`config.mk`:
```
export PLATFORM = sky130hd
export DESIGN_NAME = gfx_plot_unit
export DESIGN_NICKNAME = d
export VERILOG_FILES = /design/src/gfx_pkg.sv /design/src/mem_pkg.sv /design/src/gfx_clip_stage.sv /design/src/gfx_calc_address.sv /design/src/gfx_strip_writer.sv /design/src/gfx_plot_unit.sv
export SDC_FILE = /design/constraint.sdc
export NUM_CORES = 2
export LEC_CHECK = 0
export ABC_CLOCK_PERIOD_IN_PS = 17540
export BUFFER_PORTS_ARGS = -buffer_cell sky130_fd_sc_hd__buf_2
export CAP_MARGIN = 20
export CORE_ASPECT_RATIO = 0.75
export CORE_MARGIN = 2
export CORE_UTILIZATION = 55
export CTS_CLUSTER_SIZE = 14
export DETAILED_ROUTE_END_ITERATION = 7
export PLACE_DENSITY_LB_ADDON = 0.15
export SLEW_MARGIN = 20
export SYNTH_ARGS = -nofsm -noshare
export SYNTH_HDL_FRONTEND = slang
export SYNTH_SLANG_ARGS = --single-unit
```
`constraint.sdc`:
```
create_clock -name clk_i -period 17.54 [get_ports clk_i]
set_input_delay 2.631 -clock clk_i [delete_from_list [all_inputs] [get_ports clk_i]]
set_output_delay 2.631 -clock clk_i [all_outputs]
set_load 0.1 [all_outputs]
```
`src/gfx_pkg.sv`:
```
// ================================================
// graphics definitions for the pixel plot unit
// colour depth codes, display setup, plot commands
// and the strip address record between stages
// ================================================
`default_nettype none

package gfx_pkg;

	// ================================================
	// colour depth
	// ================================================
	// pixels per 128-bit strip in code order
	// 21, 16, 14, 10, 8, 8, 5, 4
	typedef enum logic [2:0] {
		BPP6  = 3'd0,
		BPP8  = 3'd1,
		BPP9  = 3'd2,
		BPP12 = 3'd3,
		BPP15 = 3'd4,
		BPP16 = 3'd5,
		BPP24 = 3'd6,
		BPP32 = 3'd7
	} color_depth_e;

	// ================================================
	// display configuration and commands
	// ================================================
	// static while commands are in flight
	typedef struct packed {
		logic [31:0]  base_address;
		color_depth_e color_depth;
		// pixels per line
		logic [11:0]  hdisplayed;
		// number of lines
		logic [11:0]  vdisplayed;
	} disp_cfg_t;

	typedef struct packed {
		logic [11:0] x;
		logic [11:0] y;
		logic [31:0] color;
	} plot_cmd_t;

	// byte address of the strip, pixel bit range mb..me, colour
	typedef struct packed {
		logic [31:0] addr;
		logic [6:0]  mb;
		logic [6:0]  me;
		logic [31:0] color;
	} addr_info_t;

endpackage

`default_nettype wire

```
`src/mem_pkg.sv`:
```
// ================================================
// frame buffer memory port definitions
// one strip per write, bit mask selects the pixel
// ================================================
`default_nettype none

package mem_pkg;

	// width of one memory strip in bits
	localparam int STRIP_BITS = 128;

	// masked strip write
	// only bits with mask set are written
	typedef struct packed {
		logic [31:0]           addr;
		logic [STRIP_BITS-1:0] data;
		logic [STRIP_BITS-1:0] mask;
	} strip_wr_t;

endpackage

`default_nettype wire

```
`src/gfx_clip_stage.sv`:
```
// ================================================
// plot command clip stage
// registers commands inside the displayed area and
// counts the ones that fall outside it
// ================================================
`timescale 1ns/1ps
`default_nettype none

module gfx_clip_stage #(
	parameter int COUNT_W = 8
) (
	input  logic                clk_i,
	input  logic                rst_n_i,
	input  gfx_pkg::disp_cfg_t  cfg_i,
	input  logic                plot_i,
	input  gfx_pkg::plot_cmd_t  cmd_i,
	output logic                valid_o,
	output gfx_pkg::plot_cmd_t  cmd_o,
	output logic [COUNT_W-1:0]  drop_count_o
);

	logic in_area;
	logic drop;

	// both coordinates must be below the displayed size
	assign in_area = (cmd_i.x < cfg_i.hdisplayed) && (cmd_i.y < cfg_i.vdisplayed);
	assign drop    = plot_i && !in_area;

	// ================================================
	// control
	// ================================================
	always_ff @(posedge clk_i or negedge rst_n_i) begin
		if (!rst_n_i) begin
			valid_o <= 1'b0;
		end else begin
			// one cycle strobe, only for visible pixels
			valid_o <= plot_i && in_area;
		end
	end

	// drop counter sticks at all ones
	always_ff @(posedge clk_i or negedge rst_n_i) begin
		if (!rst_n_i) begin
			drop_count_o <= '0;
		end else if (drop && (drop_count_o != {COUNT_W{1'b1}})) begin
			drop_count_o <= drop_count_o + 1'b1;
		end
	end

	// ================================================
	// payload
	// ================================================
	// command is captured on every accepted strobe
	always_ff @(posedge clk_i) begin
		if (plot_i) begin
			cmd_o <= cmd_i;
		end
	end

endmodule

`default_nettype wire

```
`src/gfx_calc_address.sv`:
```
// ================================================
// strip address calculation
// finds the strip holding pixel x,y and the bit
// range of the pixel inside that strip
// ================================================
`timescale 1ns/1ps
`default_nettype none

module gfx_calc_address (
	input  logic                clk_i,
	input  logic                rst_n_i,
	input  gfx_pkg::disp_cfg_t  cfg_i,
	input  logic                valid_i,
	input  gfx_pkg::plot_cmd_t  cmd_i,
	output logic                valid_o,
	output gfx_pkg::addr_info_t info_o
);

	// per depth constants
	logic [15:0] coeff;
	logic [5:0]  bits;
	logic [4:0]  pps;

	logic [12:0] strip_idx;
	logic [12:0] strips_per_line;
	logic [12:0] x_rem;
	logic [6:0]  mb;
	logic [6:0]  me;
	logic [31:0] strip_num;
	logic [31:0] strip_addr;

	// divide by pixels per strip using the 16 bit reciprocal
	// reciprocal is rounded down so the estimate is exact or one low
	// one compare on the remainder brings it to the true quotient
	function automatic logic [12:0] recip_div(
		input logic [12:0] num,
		input logic [15:0] recip,
		input logic [4:0]  div
	);
		logic [28:0] prod;
		logic [12:0] quo;
		logic [12:0] rem;
		prod = num * recip;
		quo  = prod[28:16];
		rem  = num - quo * 13'(div);
		if (rem >= 13'(div)) begin
			quo = quo + 13'd1;
		end
		return quo;
	endfunction

	// ================================================
	// depth tables
	// ================================================
	// coeff is floor(65536 / pixels per strip)
	always_comb begin
		case (cfg_i.color_depth)
			gfx_pkg::BPP6:  begin coeff = 16'd3120;  bits = 6'd6;  pps = 5'd21; end
			gfx_pkg::BPP8:  begin coeff = 16'd4096;  bits = 6'd8;  pps = 5'd16; end
			gfx_pkg::BPP9:  begin coeff = 16'd4681;  bits = 6'd9;  pps = 5'd14; end
			gfx_pkg::BPP12: begin coeff = 16'd6553;  bits = 6'd12; pps = 5'd10; end
			gfx_pkg::BPP15: begin coeff = 16'd8192;  bits = 6'd15; pps = 5'd8;  end
			gfx_pkg::BPP16: begin coeff = 16'd8192;  bits = 6'd16; pps = 5'd8;  end
			gfx_pkg::BPP24: begin coeff = 16'd13107; bits = 6'd24; pps = 5'd5;  end
			default:        begin coeff = 16'd16384; bits = 6'd32; pps = 5'd4;  end
		endcase
	end

	// ================================================
	// strip index, bit range and address
	// ================================================
	always_comb begin
		strip_idx = recip_div({1'b0, cmd_i.x}, coeff, pps);
		// round up so a partly used last strip still counts
		strips_per_line = recip_div({1'b0, cfg_i.hdisplayed} + 13'(pps) - 13'd1, coeff, pps);
		// pixel position inside its strip, always below pps
		x_rem = {1'b0, cmd_i.x} - strip_idx * 13'(pps);
		mb    = 7'(x_rem * 13'(bits));
		me    = mb + 7'(bits) - 7'd1;
		// strips from the start of the frame
		strip_num  = 32'(strips_per_line) * 32'(cmd_i.y) + 32'(strip_idx);
		// 16 bytes per strip
		strip_addr = cfg_i.base_address + {strip_num[27:0], 4'h0};
	end

	// ================================================
	// output registers
	// ================================================
	always_ff @(posedge clk_i or negedge rst_n_i) begin
		if (!rst_n_i) begin
			valid_o <= 1'b0;
		end else begin
			valid_o <= valid_i;
		end
	end

	always_ff @(posedge clk_i) begin
		if (valid_i) begin
			info_o.addr  <= strip_addr;
			info_o.mb    <= mb;
			info_o.me    <= me;
			info_o.color <= cmd_i.color;
		end
	end

endmodule

`default_nettype wire

```
`src/gfx_strip_writer.sv`:
```
// ================================================
// strip writer
// shifts the colour to the pixel position and
// issues one masked strip write per pixel
// ================================================
`timescale 1ns/1ps
`default_nettype none

module gfx_strip_writer (
	input  logic                clk_i,
	input  logic                rst_n_i,
	input  logic                valid_i,
	input  gfx_pkg::addr_info_t info_i,
	output logic                mem_we_o,
	output mem_pkg::strip_wr_t  mem_wr_o
);

	localparam int SB = mem_pkg::STRIP_BITS;
	localparam logic [SB-1:0] ONES = {SB{1'b1}};

	logic [SB-1:0] mask_lo;
	logic [SB-1:0] mask_hi;
	logic [SB-1:0] mask;
	logic [SB-1:0] color_wide;
	logic [SB-1:0] data;

	// ================================================
	// mask and data
	// ================================================
	// ones from mb upward
	assign mask_lo = ONES << info_i.mb;
	// ones from me downward
	assign mask_hi = ONES >> (7'(SB - 1) - info_i.me);
	assign mask    = mask_lo & mask_hi;

	// colour zero extended to the strip width
	assign color_wide = {{(SB - 32){1'b0}}, info_i.color};

	// colour lands at mb
	// masking drops the bits above the pixel width
	// so a wide colour cannot spill into the next pixel
	assign data = (color_wide << info_i.mb) & mask;

	// ================================================
	// write port registers
	// ================================================
	always_ff @(posedge clk_i or negedge rst_n_i) begin
		if (!rst_n_i) begin
			mem_we_o <= 1'b0;
		end else begin
			// single cycle write strobe
			mem_we_o <= valid_i;
		end
	end

	// write record held until the next pixel arrives
	always_ff @(posedge clk_i) begin
		if (valid_i) begin
			mem_wr_o.addr <= info_i.addr;
			mem_wr_o.data <= data;
			mem_wr_o.mask <= mask;
		end
	end

endmodule

`default_nettype wire

```
`src/gfx_plot_unit.sv`:
```
// ================================================
// pixel plot unit top level
// clip, address and write stages, three cycles from
// plot strobe to masked strip write
// ================================================
`timescale 1ns/1ps
`default_nettype none

module gfx_plot_unit #(
	parameter int COUNT_W = 8
) (
	input  logic                clk_i,
	input  logic                rst_n_i,
	input  gfx_pkg::disp_cfg_t  cfg_i,
	input  logic                plot_i,
	input  gfx_pkg::plot_cmd_t  cmd_i,
	output logic                mem_we_o,
	output mem_pkg::strip_wr_t  mem_wr_o,
	output logic [COUNT_W-1:0]  drop_count_o
);

	// clip to address stage
	logic               clip_valid;
	gfx_pkg::plot_cmd_t clip_cmd;

	// address to writer stage
	logic                addr_valid;
	gfx_pkg::addr_info_t addr_info;

	// ================================================
	// stage 1, area check and drop count
	// ================================================
	gfx_clip_stage #(
		.COUNT_W(COUNT_W)
	) u_clip (
		.clk_i       (clk_i),
		.rst_n_i     (rst_n_i),
		.cfg_i       (cfg_i),
		.plot_i      (plot_i),
		.cmd_i       (cmd_i),
		.valid_o     (clip_valid),
		.cmd_o       (clip_cmd),
		.drop_count_o(drop_count_o)
	);

	// stage 2, strip address and bit range
	gfx_calc_address u_calc (
		.clk_i  (clk_i),
		.rst_n_i(rst_n_i),
		.cfg_i  (cfg_i),
		.valid_i(clip_valid),
		.cmd_i  (clip_cmd),
		.valid_o(addr_valid),
		.info_o (addr_info)
	);

	// stage 3, masked write to memory
	gfx_strip_writer u_writer (
		.clk_i   (clk_i),
		.rst_n_i (rst_n_i),
		.valid_i (addr_valid),
		.info_i  (addr_info),
		.mem_we_o(mem_we_o),
		.mem_wr_o(mem_wr_o)
	);

endmodule

`default_nettype wire

```
==> results.txt <==
status = finished, violations left
failing checks = setup timing
layout cell share with drive strength beyond 1 = 27.9%
adder and majority gate portion of the synthesized area = 31.9%
detailed-route DRC error count = 0
weighted congestion at the end of routability-driven global placement = 1.07
core area = 78600 um^2
Hold WC Path Type = flip-flop to flip-flop
Final setup violation count = 23
number of standard cells after synthesis = 4441
parity-gate share of the synthesized area counting xor and xnor cells = 3.45%
Post-Synth Simple-Gate Area = 15.0%
launch point of the worst hold path = u_clip.cmd_o[28]$_DFFE_PP_
reg-to-reg critical path endpoint = u_calc.info_o[77]$_DFFE_PP_
number of failing hold endpoints at the final stage = 0
Slew @ Worst Pin = 1.25 ns
startpoint class of the critical path = primary input
synthesized area = 43700 um^2
Via Count = 37218
average wire length per cell after detail routing = 23.3 um
post-synthesis sequential element count = 433
Async S/R FF share, synth = 2.54%
Period minus WS final = 19.62 ns
Hold Crit Depth = 0
floorplan die area = 81800 um^2
total nets after synthesis = 5394
crit path kind = primary input to flip-flop
x dimension of the die = 329 um
DRC violation total after the first TritonRoute iteration = 3915
worst setup timing slack at the placement stage = -3.15 ns
detail-routed via count per cell = 5.80
CTS H-tree depth = 2
most utilized layer in the global route result = met1
number of buffers created by CTS = 45
Hold Buf Count CTS = 0
combinational family with the most area after synthesis = adder cells
vias in the first global route = 36874
latest clock arrival within the worst-skew pair = 0.62 ns
largest incremental delay on the critical path = 0.55 ns
Critical Path AT = 19.97 ns
fraction of the yosys area taken by sequential cells = 29.6%
TritonRoute pass-1 iters = 8
predominant post-synthesis flop cell = sky130_fd_sc_hd__edfxtp_1
Reg2Reg Setup Slack = 1.00 ns
wirelength, routed = 149000 um
Final Worst Setup Slack = -2.08 ns
cell seen most often among critical-path stages = sky130_fd_sc_hd__fa_1
cell with the largest stage delay on the worst path = sky130_fd_sc_hd__fa_1
number of distinct library cells after synthesis = 101
mux contribution to synthesized area = 2.51%
GR Layer Usage met2 = 51.1%
number of port buffers = 414
Clk pin slew, worst setup/hold paths = 0.06 ns
CTS tree = yes
first-pass GRT wire length = 223000 um
mean cell area of the mapped netlist = 9.84 um^2
FMAX = 51.0 MHz
sort of element at the end of the critical path = flip-flop
clk_skew = 0.0322 ns
biggest fanout along the worst timing path = 9
final net count = 6285
count of standard-cell rows = 89
clk buf depth = 3
total number of yosys warnings = 0
layout overhead on the synthesized area = 25.7%
total of max-cap violations = 0
final hold slack = 0.398 ns
GRT Util Overall = 36.5%
r2r worst-path depth = 70
master cell of the clock root buffer = sky130_fd_sc_hd__clkbuf_16
I/O pins = 415
required time of the critical path = 17.89 ns
filler cell count = 5997
Final Slew Violations = 0
number of antenna violations at the first check in global routing = 5
met3 Resource Use GR = 11.1%
number of flops mapped to enable cells by yosys = 422
TritonCTS Sinks = 433
Critical R2R Launch = u_clip.cmd_o[51]$_DFFE_PP_
compound-cell area share of the yosys netlist = 9.79%
residual overflow from global routing = 0
RSZ-0062 raised after global routing = true
worst slew margin relative to its limit = 15.6%
starting utilization of the core area = 55.6%
DRT antenna net count = 0
met1 demand-to-capacity share in global routing = 54.3%
pin count of the biggest net entering global routing = 187
endpoint with the worst hold slack = u_calc.info_o[28]$_DFFE_PP_
Die Span Y = 248 um
estimated wirelength of the detail-placed design = 117000 um
final period utilization = 112%
-- per-stage QoR --
stage | instance area, um^2 | instances | setup TNS [ns] | utilization, %
6_report | 54900 | 6413 | -26.89 | 69.9
2_1_floorplan | 44400 | 4441 | -36.35 | -
3_3_place_gp | 51300 | 6285 | -49.02 | 65.2
5_1_grt | 54900 | 6411 | -46.45 | 69.9
3_5_place_dp | 51300 | 6285 | -57.60 | 65.2
4_1_cts | 54100 | 6399 | -25.51 | 68.8
-- Yosys cell counts (6+ instances only) --
library cell / n / area share (%)
sky130_fd_sc_hd__buf_2: 8 / 0.092
sky130_fd_sc_hd__o21a_1: 25 / 0.43
sky130_fd_sc_hd__dfrtp_1: 11 / 0.63
sky130_fd_sc_hd__nand4_1: 16 / 0.23
sky130_fd_sc_hd__o22ai_1: 32 / 0.46
sky130_fd_sc_hd__a211oi_1: 55 / 0.94
sky130_fd_sc_hd__a22o_1: 6 / 0.12
sky130_fd_sc_hd__mux4_2: 19 / 0.98
sky130_fd_sc_hd__nand3_1: 48 / 0.55
sky130_fd_sc_hd__nor2_1: 316 / 2.7
sky130_fd_sc_hd__and2_1: 183 / 2.6
sky130_fd_sc_hd__o211ai_1: 12 / 0.21
sky130_fd_sc_hd__o2111ai_1: 6 / 0.12
sky130_fd_sc_hd__o21ai_1: 8 / 0.092
sky130_fd_sc_hd__nand2_1: 487 / 4.2
sky130_fd_sc_hd__a31oi_1: 20 / 0.29
sky130_fd_sc_hd__nand2b_1: 32 / 0.46
sky130_fd_sc_hd__fa_1: 462 / 21
sky130_fd_sc_hd__nor2b_1: 62 / 0.89
sky130_fd_sc_hd__nor3b_1: 10 / 0.17
sky130_fd_sc_hd__inv_1: 695 / 6.0
sky130_fd_sc_hd__o21ai_0: 146 / 1.7
sky130_fd_sc_hd__mux2i_1: 45 / 1.0
sky130_fd_sc_hd__ha_1: 373 / 11
sky130_fd_sc_hd__or2_2: 27 / 0.39
sky130_fd_sc_hd__a22oi_1: 16 / 0.27
sky130_fd_sc_hd__buf_1: 16 / 0.14
sky130_fd_sc_hd__a21o_1: 53 / 0.91
sky130_fd_sc_hd__edfxtp_1: 422 / 29
sky130_fd_sc_hd__clkbuf_1: 166 / 1.4
sky130_fd_sc_hd__nor4b_1: 6 / 0.12
sky130_fd_sc_hd__a221oi_1: 19 / 0.38
sky130_fd_sc_hd__xor2_1: 35 / 0.70
sky130_fd_sc_hd__xnor2_1: 123 / 2.5
sky130_fd_sc_hd__o21bai_1: 28 / 0.48
sky130_fd_sc_hd__and3_1: 76 / 1.1
sky130_fd_sc_hd__nor3_1: 53 / 0.61
sky130_fd_sc_hd__or3_1: 16 / 0.23
sky130_fd_sc_hd__mux2_2: 16 / 0.41
sky130_fd_sc_hd__a21oi_1: 162 / 1.9
sky130_fd_sc_hd__nor4_1: 17 / 0.24
-- area by class of cell --
type	instances	area, um^2	area share (%)
tap	1046	1310	2.38
sequential	433	13000	23.6
timing repair buffer	1038	7010	12.8
inverter	700	2650	4.82
multi-input combinational	3114	29500	53.7
clock buffer	56	1200	2.18
antenna	2	5.00	0.00911
clock inverter	24	284	0.517
-- worst max path at each step --
stage	from	end	slack (ns)	cells after the start
after floorplan	cfg_i[26]	u_calc.info_o[77]$_DFFE_PP_	-2.57	88
final	cfg_i[26]	u_calc.info_o[77]$_DFFE_PP_	-2.08	86
after CTS	cfg_i[26]	u_calc.info_o[77]$_DFFE_PP_	-2.06	89
after detailed placement	cfg_i[25]	u_calc.info_o[77]$_DFFE_PP_	-3.15	86
after global routing	cfg_i[26]	u_calc.info_o[77]$_DFFE_PP_	-2.98	91
after global placement	cfg_i[26]	u_calc.info_o[77]$_DFFE_PP_	-2.79	90
-- layer usage --
| metal | vias up | wire length [um] |
|---|---|---|
| met5 | - | 13 |
| met4 | 2 | 5050 |
| met3 | 301 | 18700 |
| met2 | 2009 | 61300 |
| met1 | 18376 | 64200 |
| li1 | 16530 | - |
-- state kept, by name (all words and copies together) (netlist names) --
register	count
u_calc.info_o	78
u_writer.mem_we_o	1
u_clip.valid_o	1
u_writer.mem_wr_o	288
u_clip.drop_count_o	8
u_calc.valid_o	1
u_clip.cmd_o	56
-- cell families after synthesis --
logic type	after synthesis
and+or+nand+nor	1375
DFF	433
muxes	82
AOI/OAI and AO/OA	657
buffers and inverters	894
adders and majority gates	836
xor gates and xnor gates	164
-- worst max-delay path: cells and delay by family --
family	cells	cell delay, ns
and+or+nand+nor	11	1.77
buffers and inverters	20	1.45
AOI/OAI and AO/OA	30	5.22
xor gates and xnor gates	4	0.58
adders and majority gates	21	8.32
-- cells in the final DEF (no fill, tap or decap), types with 31 or more instances in the layout --
| master | instances |
|---|---|
| sky130_fd_sc_hd__inv_1 | 661 |
| sky130_fd_sc_hd__buf_4 | 580 |
| sky130_fd_sc_hd__nand2_1 | 479 |
| sky130_fd_sc_hd__fa_1 | 453 |
| sky130_fd_sc_hd__edfxtp_1 | 422 |
| sky130_fd_sc_hd__buf_2 | 411 |
| sky130_fd_sc_hd__ha_1 | 322 |
| sky130_fd_sc_hd__nor2_1 | 293 |
| sky130_fd_sc_hd__and2_1 | 180 |
| sky130_fd_sc_hd__o21ai_0 | 127 |
| sky130_fd_sc_hd__a21oi_1 | 121 |
| sky130_fd_sc_hd__xnor2_1 | 91 |
| sky130_fd_sc_hd__and3_1 | 71 |
| sky130_fd_sc_hd__nor2b_1 | 57 |
| sky130_fd_sc_hd__a21o_1 | 52 |
| sky130_fd_sc_hd__a211oi_1 | 46 |
| sky130_fd_sc_hd__nor3_1 | 45 |
| sky130_fd_sc_hd__clkbuf_16 | 45 |
| sky130_fd_sc_hd__ha_4 | 44 |
| sky130_fd_sc_hd__nand3_1 | 43 |
| sky130_fd_sc_hd__mux2i_1 | 43 |
| sky130_fd_sc_hd__buf_6 | 38 |
| sky130_fd_sc_hd__a21oi_2 | 31 |
| sky130_fd_sc_hd__o22ai_1 | 31 |
-- repair_timing --
item | CTS | global route
setup endpoints to repair | 28 | 31
gates resized for setup | 204 | 151
buffers inserted | 40 | 24
gates cloned | 0 | 0
pin swaps | 157 | 122
Power is not shown: default switching activity piles up to over one toggle a cycle in this logic, so the estimate is an artifact.
